**src/design/rv_pkg.sv**
```systemverilog
/*
 * Shared definitions for the single-cycle RV32I core: data and register
 * address widths, major opcodes, ALU functions and the mux selects
 */

package rv_pkg;

  localparam int XLEN       = 32;
  localparam int REG_ADDR_W = 5;

  // ----------------------------------------------------------------------
  // Major opcodes, bits 6:0 of the instruction
  // ----------------------------------------------------------------------
  typedef enum logic [6:0] {
    LOAD   = 7'b0000011,
    STORE  = 7'b0100011,
    OP     = 7'b0110011,
    OP_IMM = 7'b0010011,
    LUI    = 7'b0110111,
    AUIPC  = 7'b0010111,
    JAL    = 7'b1101111,
    JALR   = 7'b1100111,
    BRANCH = 7'b1100011
  } opcode_t;

  // ALU operations
  typedef enum logic [4:0] {
    ALU_ADD  = 5'd0,
    ALU_SUB  = 5'd1,
    ALU_SLL  = 5'd2,
    ALU_SLT  = 5'd3,
    ALU_SLTU = 5'd4,
    ALU_XOR  = 5'd5,
    ALU_SRL  = 5'd6,
    ALU_SRA  = 5'd7,
    ALU_OR   = 5'd8,
    ALU_AND  = 5'd9
  } alu_function_t;

  // ----------------------------------------------------------------------
  // Data path mux selects
  // ----------------------------------------------------------------------
  typedef enum logic [2:0] {WB_ALU, WB_MEM, WB_PC_PLUS_4, WB_IMM} wb_select_t;

  typedef enum logic [1:0] {NPC_PLUS_4, NPC_BRANCH, NPC_JALR} next_pc_select_t;

endpackage

```
**src/design/ctrl_if.sv**
```systemverilog
/*
 * Control interface between control unit and data path
 */

`timescale 1ns/1ps

interface ctrl_if import rv_pkg::*; ();

  // Levels from the control unit
  logic            pc_write_enable;
  logic            regfile_write_enable;
  logic            alu_operand_a_select;
  logic            alu_operand_b_select;
  wb_select_t      reg_writeback_select;
  next_pc_select_t next_pc_select;
  alu_function_t   alu_function;

  // Decoded fields and ALU flag back from the data path
  opcode_t         inst_opcode;
  logic [2:0]      inst_funct3;
  logic [6:0]      inst_funct7;
  logic            alu_result_equal_zero;

  modport control (
    output pc_write_enable, regfile_write_enable, alu_operand_a_select,
           alu_operand_b_select, reg_writeback_select, next_pc_select, alu_function,
    input  inst_opcode, inst_funct3, inst_funct7, alu_result_equal_zero
  );

  modport datapath (
    input  pc_write_enable, regfile_write_enable, alu_operand_a_select,
           alu_operand_b_select, reg_writeback_select, next_pc_select, alu_function,
    output inst_opcode, inst_funct3, inst_funct7, alu_result_equal_zero
  );

endinterface

```
**src/design/alu.sv**
```systemverilog
/*
 * Combinational RV32I ALU with a zero flag on the result
 */

`timescale 1ns/1ps

module alu import rv_pkg::*; (
  input  alu_function_t   alu_function,
  input  logic [XLEN-1:0] operand_a,
  input  logic [XLEN-1:0] operand_b,
  output logic [XLEN-1:0] result,
  output logic            result_equal_zero
);

  logic [4:0] shamt;
  logic       less_signed;
  logic       less_unsigned;

  // Only the low five bits shift on RV32
  assign shamt = operand_b[4:0];

  assign less_signed   = $signed(operand_a) < $signed(operand_b);
  assign less_unsigned = operand_a < operand_b;

  always_comb begin
    case (alu_function)
      ALU_ADD:  result = operand_a + operand_b;
      ALU_SUB:  result = operand_a - operand_b;
      ALU_SLL:  result = operand_a << shamt;
      ALU_SLT:  result = {{(XLEN-1){1'b0}}, less_signed};
      ALU_SLTU: result = {{(XLEN-1){1'b0}}, less_unsigned};
      ALU_XOR:  result = operand_a ^ operand_b;
      ALU_SRL:  result = operand_a >> shamt;
      ALU_SRA:  result = $unsigned($signed(operand_a) >>> shamt);
      ALU_OR:   result = operand_a | operand_b;
      ALU_AND:  result = operand_a & operand_b;
      default:  result = '0;
    endcase
  end

  // Branch decisions are taken from this flag
  assign result_equal_zero = (result == '0);

endmodule

```
**src/design/immediate_generator.sv**
```systemverilog
/*
 * Immediate generator for the I, S, B, U and J formats
 */

`timescale 1ns/1ps

module immediate_generator import rv_pkg::*; (
  input  logic [31:0]     inst,
  output logic [XLEN-1:0] immediate
);

  opcode_t opcode;

  assign opcode = opcode_t'(inst[6:0]);

  always_comb begin
    case (opcode)
      LOAD, OP_IMM, JALR:
        immediate = {{21{inst[31]}}, inst[30:20]};
      STORE:
        immediate = {{21{inst[31]}}, inst[30:25], inst[11:7]};
      // B and J carry an implicit zero in bit 0
      BRANCH:
        immediate = {{20{inst[31]}}, inst[7], inst[30:25], inst[11:8], 1'b0};
      LUI, AUIPC:
        immediate = {inst[31:12], 12'b0};
      JAL:
        immediate = {{12{inst[31]}}, inst[19:12], inst[20], inst[30:21], 1'b0};
      default:
        immediate = '0;
    endcase
  end

endmodule

```
**src/design/regfile.sv**
```systemverilog
/*
 * Register file, 32 x 32, two read ports and one write port
 */

`timescale 1ns/1ps

module regfile import rv_pkg::*; (
  input  logic                  clock,
  input  logic [REG_ADDR_W-1:0] rs1_address,
  input  logic [REG_ADDR_W-1:0] rs2_address,
  input  logic [REG_ADDR_W-1:0] rd_address,
  input  logic [XLEN-1:0]       rd_data,
  input  logic                  write_enable,
  output logic [XLEN-1:0]       rs1_data,
  output logic [XLEN-1:0]       rs2_data
);

  // x0 has no storage
  logic [XLEN-1:0] regs [1:31];

  always_ff @(posedge clock) begin
    if (write_enable && rd_address != '0) begin
      regs[rd_address] <= rd_data;
    end
  end

  // Combinational reads, x0 reads as zero
  assign rs1_data = (rs1_address == '0) ? '0 : regs[rs1_address];
  assign rs2_data = (rs2_address == '0) ? '0 : regs[rs2_address];

endmodule

```
**src/design/rv_core.sv**
```systemverilog
/*
 * Top level of the single-cycle RV32I core, control unit and data path
 */

`timescale 1ns/1ps

module rv_core import rv_pkg::*; #(
  parameter logic [XLEN-1:0] INITIAL_PC = '0
) (
  input  logic            clock,
  input  logic            rst,
  input  logic [31:0]     inst,
  input  logic [XLEN-1:0] data_mem_read_data,
  output logic [XLEN-1:0] pc,
  output logic [XLEN-1:0] data_mem_address,
  output logic [XLEN-1:0] data_mem_write_data,
  output logic            data_mem_write_enable
);

  ctrl_if ctl ();

  singlecycle_control u_control (
    .rst                   (rst),
    .ctl                   (ctl.control),
    .data_mem_write_enable (data_mem_write_enable)
  );

  singlecycle_datapath #(
    .INITIAL_PC (INITIAL_PC)
  ) u_datapath (
    .clock               (clock),
    .rst                 (rst),
    .inst                (inst),
    .data_mem_read_data  (data_mem_read_data),
    .ctl                 (ctl.datapath),
    .pc                  (pc),
    .data_mem_address    (data_mem_address),
    .data_mem_write_data (data_mem_write_data)
  );

endmodule

```
**src/design/singlecycle_control.sv**
```systemverilog
/*
 * Control unit: main decoder, ALU function decoder and branch decision
 */

`timescale 1ns/1ps

module singlecycle_control import rv_pkg::*; (
  input  logic  rst,
  ctrl_if.control ctl,
  output logic  data_mem_write_enable
);

  logic branch_taken;
  logic shift_arith;

  // Maps funct3 of OP and OP-IMM onto an ALU operation
  function automatic alu_function_t decode_alu(input logic [2:0] funct3, input logic alt);
    case (funct3)
      3'b000:  return alt ? ALU_SUB : ALU_ADD;
      3'b001:  return ALU_SLL;
      3'b010:  return ALU_SLT;
      3'b011:  return ALU_SLTU;
      3'b100:  return ALU_XOR;
      3'b101:  return alt ? ALU_SRA : ALU_SRL;
      3'b110:  return ALU_OR;
      default: return ALU_AND;
    endcase
  endfunction

  // OP-IMM has no SUB, bit 30 only picks SRA
  assign shift_arith = (ctl.inst_funct3 == 3'b101) && ctl.inst_funct7[5];

  // ----------------------------------------------------------------------
  // Branch decision
  // ----------------------------------------------------------------------
  // BEQ, BGE and BGEU take on a zero result, the others on non-zero
  assign branch_taken = ctl.alu_result_equal_zero ^ (ctl.inst_funct3[2] ^ ctl.inst_funct3[0]);

  // ----------------------------------------------------------------------
  // Main decoder
  // ----------------------------------------------------------------------
  always_comb begin
    ctl.pc_write_enable      = 1'b1;
    ctl.regfile_write_enable = 1'b0;
    ctl.alu_operand_a_select = 1'b0;
    ctl.alu_operand_b_select = 1'b0;
    ctl.reg_writeback_select = WB_ALU;
    ctl.next_pc_select       = NPC_PLUS_4;
    ctl.alu_function         = ALU_ADD;
    data_mem_write_enable    = 1'b0;

    case (ctl.inst_opcode)
      LUI: begin
        ctl.regfile_write_enable = 1'b1;
        ctl.reg_writeback_select = WB_IMM;
      end
      AUIPC: begin
        ctl.regfile_write_enable = 1'b1;
        ctl.alu_operand_a_select = 1'b1;
        ctl.alu_operand_b_select = 1'b1;
      end
      JAL: begin
        ctl.regfile_write_enable = 1'b1;
        ctl.reg_writeback_select = WB_PC_PLUS_4;
        ctl.next_pc_select       = NPC_BRANCH;
      end
      JALR: begin
        ctl.regfile_write_enable = 1'b1;
        ctl.alu_operand_b_select = 1'b1;
        ctl.reg_writeback_select = WB_PC_PLUS_4;
        ctl.next_pc_select       = NPC_JALR;
      end
      BRANCH: begin
        case (ctl.inst_funct3[2:1])
          2'b00:   ctl.alu_function = ALU_SUB;
          2'b10:   ctl.alu_function = ALU_SLT;
          default: ctl.alu_function = ALU_SLTU;
        endcase
        ctl.next_pc_select = branch_taken ? NPC_BRANCH : NPC_PLUS_4;
      end
      LOAD: begin
        ctl.regfile_write_enable = 1'b1;
        ctl.alu_operand_b_select = 1'b1;
        ctl.reg_writeback_select = WB_MEM;
      end
      STORE: begin
        ctl.alu_operand_b_select = 1'b1;
        data_mem_write_enable    = 1'b1;
      end
      OP: begin
        ctl.regfile_write_enable = 1'b1;
        ctl.alu_function         = decode_alu(ctl.inst_funct3, ctl.inst_funct7[5]);
      end
      OP_IMM: begin
        ctl.regfile_write_enable = 1'b1;
        ctl.alu_operand_b_select = 1'b1;
        ctl.alu_function         = decode_alu(ctl.inst_funct3, shift_arith);
      end
      // Illegal opcode parks the core on this PC
      default: ctl.pc_write_enable = 1'b0;
    endcase

    if (rst) begin
      ctl.regfile_write_enable = 1'b0;
      data_mem_write_enable    = 1'b0;
    end
  end

endmodule

```
**src/design/singlecycle_datapath.sv**
```systemverilog
/*
 * Single-cycle data path: PC register, register file, immediates, ALU,
 * operand, next-PC and writeback selection, data memory address and data
 */

`timescale 1ns/1ps

module singlecycle_datapath import rv_pkg::*; #(
  parameter logic [XLEN-1:0] INITIAL_PC = '0
) (
  input  logic            clock,
  input  logic            rst,
  input  logic [31:0]     inst,
  input  logic [XLEN-1:0] data_mem_read_data,
  ctrl_if.datapath        ctl,
  output logic [XLEN-1:0] pc,
  output logic [XLEN-1:0] data_mem_address,
  output logic [XLEN-1:0] data_mem_write_data
);

  logic [REG_ADDR_W-1:0] inst_rd;
  logic [REG_ADDR_W-1:0] inst_rs1;
  logic [REG_ADDR_W-1:0] inst_rs2;

  logic [XLEN-1:0] rs1_data;
  logic [XLEN-1:0] rs2_data;
  logic [XLEN-1:0] immediate;
  logic [XLEN-1:0] operand_a;
  logic [XLEN-1:0] operand_b;
  logic [XLEN-1:0] alu_result;
  logic            alu_zero;
  logic [XLEN-1:0] pc_plus_4;
  logic [XLEN-1:0] pc_plus_immediate;
  logic [XLEN-1:0] next_pc;
  logic [XLEN-1:0] rd_data;

  // ----------------------------------------------------------------------
  // Instruction fields
  // ----------------------------------------------------------------------
  assign ctl.inst_opcode = opcode_t'(inst[6:0]);
  assign ctl.inst_funct3 = inst[14:12];
  assign ctl.inst_funct7 = inst[31:25];
  assign inst_rd         = inst[11:7];
  assign inst_rs1        = inst[19:15];
  assign inst_rs2        = inst[24:20];

  immediate_generator u_immediate_generator (
    .inst      (inst),
    .immediate (immediate)
  );

  regfile u_regfile (
    .clock        (clock),
    .rs1_address  (inst_rs1),
    .rs2_address  (inst_rs2),
    .rd_address   (inst_rd),
    .rd_data      (rd_data),
    .write_enable (ctl.regfile_write_enable),
    .rs1_data     (rs1_data),
    .rs2_data     (rs2_data)
  );

  // ALU operands, PC for AUIPC and immediate for I and S types
  assign operand_a = ctl.alu_operand_a_select ? pc : rs1_data;
  assign operand_b = ctl.alu_operand_b_select ? immediate : rs2_data;

  alu u_alu (
    .alu_function      (ctl.alu_function),
    .operand_a         (operand_a),
    .operand_b         (operand_b),
    .result            (alu_result),
    .result_equal_zero (alu_zero)
  );

  assign ctl.alu_result_equal_zero = alu_zero;

  // ----------------------------------------------------------------------
  // Next PC and program counter
  // ----------------------------------------------------------------------
  assign pc_plus_4         = pc + 32'd4;
  assign pc_plus_immediate = pc + immediate;

  always_comb begin
    case (ctl.next_pc_select)
      NPC_BRANCH: next_pc = pc_plus_immediate;
      NPC_JALR:   next_pc = {alu_result[XLEN-1:1], 1'b0};
      default:    next_pc = pc_plus_4;
    endcase
  end

  always_ff @(posedge clock) begin
    if (rst) begin
      pc <= INITIAL_PC;
    end else if (ctl.pc_write_enable) begin
      pc <= next_pc;
    end
  end

  // Writeback source
  always_comb begin
    case (ctl.reg_writeback_select)
      WB_ALU:       rd_data = alu_result;
      WB_MEM:       rd_data = data_mem_read_data;
      WB_PC_PLUS_4: rd_data = pc_plus_4;
      WB_IMM:       rd_data = immediate;
      default:      rd_data = '0;
    endcase
  end

  assign data_mem_address    = alu_result;
  assign data_mem_write_data = rs2_data;

endmodule

```
**config.mk**
```make
export PLATFORM = sky130hd
export DESIGN_NAME = rv_core
export DESIGN_NICKNAME = d
export VERILOG_FILES = /design/src/design/rv_pkg.sv /design/src/design/ctrl_if.sv /design/src/design/alu.sv /design/src/design/immediate_generator.sv /design/src/design/regfile.sv /design/src/design/rv_core.sv /design/src/design/singlecycle_control.sv /design/src/design/singlecycle_datapath.sv
export SDC_FILE = /design/constraint.sdc
export NUM_CORES = 2
export LEC_CHECK = 0
export BUFFER_PORTS_ARGS = -buffer_cell sky130_fd_sc_hd__buf_2
export CAP_MARGIN = 10
export CORE_ASPECT_RATIO = 2
export CORE_MARGIN = 3
export CORE_UTILIZATION = 45
export CTS_BUF_LIST = sky130_fd_sc_hd__clkbuf_8
export CTS_CLUSTER_SIZE = 25
export DETAILED_ROUTE_END_ITERATION = 12
export GPL_TIMING_DRIVEN = 0
export SETUP_SLACK_MARGIN = 0.15
export SKIP_CTS_REPAIR_TIMING = 1
export SLEW_MARGIN = 15
export SYNTH_ARGS = -nofsm -noshare
export SYNTH_HDL_FRONTEND = slang
export SYNTH_HIERARCHICAL = 1
export SYNTH_SLANG_ARGS = --single-unit
```
**constraint.sdc**
```tcl
create_clock -name clock -period 12 [get_ports clock]
set_clock_uncertainty 0.2 [all_clocks]
set_input_delay 1.2 -clock clock [delete_from_list [all_inputs] [get_ports clock]]
set_output_delay 1.2 -clock clock [all_outputs]
set_load 0.05 [all_outputs]
```
==> flow_summary.json <==
{
  "p_int_uw": 6180,
  "finalCriticalPeriod_ps": 12850,
  "antenna_found_initial": 62,
  "cts_sinks": 1024,
  "start_util_pct": 45.5,
  "dieArea_um2": 147000,
  "wl_um": 355000,
  "path_class": "primary input to register",
  "maxSlewViolCount": 0,
  "gp_congestion": 1.11,
  "dr.first_iter.drc_count": 8296,
  "cts_tree": "done",
  "cp-end-kind": "register",
  "p_clk_share_pct": 27.3,
  "die_h_um": 538,
  "wl_per_cell_um": 47.8,
  "status": "complete, but fails checks",
  "pin_count": 163,
  "power.switching_uw": 3680,
  "vias": 55511,
  "clkLatencyLatePin_ps": 890,
  "dp_hpwl_um": 269000,
  "cp-start-kind": "primary input",
  "detail-route-antenna-nets": 0,
  "grt_pass1_wl_um": 475000,
  "violations": "negative setup slack",
  "finalHoldViolCount": 0,
  "port_buffers": 160,
  "hold_path.class": "register to register",
  "nets": 5618,
  "cpPeakStageDelay_ps": 1240,
  "clockBufferDepth": 4,
  "path_clk_slew_ps": 60,
  "p_per_area_nw_per_um2": 136,
  "die_w_um": 272,
  "critPathSlowestCell": "nor4_4",
  "drv_cap": 0,
  "core_um2": 140000,
  "fmax_mhz": 77.8,
  "grt_pass1_vias": 54018,
  "setup_slack_ps": -852,
  "cts_buffers": 157,
  "min_period_over_period_pct": 107,
  "worst_pin_slew_ps": 1450,
  "num_rows": 194,
  "grt_util_all_layers_pct": 48.2,
  "syn_area_um2": 63800,
  "ctsHtreeMaxLevel": 4,
  "grt_max_degree": 32,
  "dp_cells": 7105,
  "cp.arrival_ps": 13330,
  "worst-path-max-fanout": 10,
  "p_leak_uw": 0.0257,
  "cp_data_required_time_ps": 12480,
  "max_slew_margin_pct": 2.99,
  "p_seq_share_pct": 41.2,
  "pwr-share-comb_pct": 31.5,
  "vias_per_cell": 7.47,
  "synth_cells": 5004,
  "root_buffer": "clkbuf_8",
  "drcViolationCount": 0,
  "syn_to_final_growth_pct": 13.6,
  "drive_gt1_share_pct": 24.7,
  "drtPass1Iterations": 7,
  "finalSetupTns_ps": -24220,
  "overflow": 0,
  "setup_violations": 32,
  "yosysWarnings": 6,
  "ir_worst_vdd_v": 0.000113,
  "synth_area_per_cell_um2": 12.7,
  "final_cells": 7434,
  "sw_frac_of_total_pct": 37.3
}
==> path summary, 6_finish.rpt <==
kind / start / to / slack (ps) / cells past startpoint
hold / removal: u_datapath/pc[0] / u_datapath/pc[0] / 470 / 2
setup / recovery: inst[17] / u_datapath/pc[3] / -850 / 31
setup reg to reg: u_datapath/u_regfile/regs[7][1] / u_datapath/pc[3] / 490 / 33
hold reg to reg: u_datapath/pc[0] / u_datapath/pc[0] / 470 / 2
==> cell type report <==
class,instances,area [µm²]
Buffer,428,2260
Clock inverter,109,529
Fill cell,12536,67800
Antenna cell,49,123
Clock buffer,157,2160
Sequential cell,1024,30400
Multi-Input combinational cell,3431,31600
Tap cell,1862,2330
Timing Repair Buffer,252,2570
Inverter,122,464
==> worst max-delay path, delay by kind of cell <==
family | cells | cell delay (ps)
AND/OR/NAND/NOR | 10 | 4130
XOR/XNOR | 2 | 280
AO/OA/AOI/OAI | 5 | 1280
buffers and inverters | 9 | 4220
multiplexers | 4 | 1830
adder cells (fa/ha/maj) | 1 | 330
==> cell usage in the layout (no fill, tap or decap), types with 108 or more instances in the layout <==
master    count
edfxtp_1    992
mux4_2      402
mux2i_1     377
nand2_1     286
buf_2       267
nor2_1      256
a21oi_1     238
clkbuf_1    177
clkbuf_8    157
inv_1       157
ha_1        133
nand3_1     131
o21ai_0     129
mux2_2      114
a22oi_1     108
==> metal layers <==
layer / share of wire (%) / track usage [%] / vias to the layer above
met5: 0.10 / 0.966 / -
met4: 16 / 58.0 / 32
met3: 9.6 / 15.7 / 2107
met2: 46 / 75.6 / 4814
met1: 28 / 45.1 / 27657
li1: - / - / 20901
==> power groups by stage <==
stage,Combinational [µW],Sequential [µW],Clock (µW)
after CTS,2860,4070,2700
after global placement,2710,4170,0
after global routing,3100,4060,2850
final,3100,4070,2690
after detailed placement,2850,4140,0
after floorplan,1500,4150,0
==> sequential cells by signal, summed over array words and instances, names as in the netlist <==
signal                     flops
u_datapath/u_regfile/regs    992
u_datapath/pc                 32
==> metrics by stage <==
stage	power [µW]	cell area (µm²)	util, %	hold slack [ps]	setup WS (ps)
finish	9860	72500	51.6	470	-852
global route	10000	72400	51.6	484	-587
CTS	9620	71800	51.2	448	-2710
detailed placement	6990	69100	49.2	443	-3580
global placement	6880	66900	47.7	445	-4360
floorplan	5650	63800	-	499	707
(Power assumes the default switching activity.)
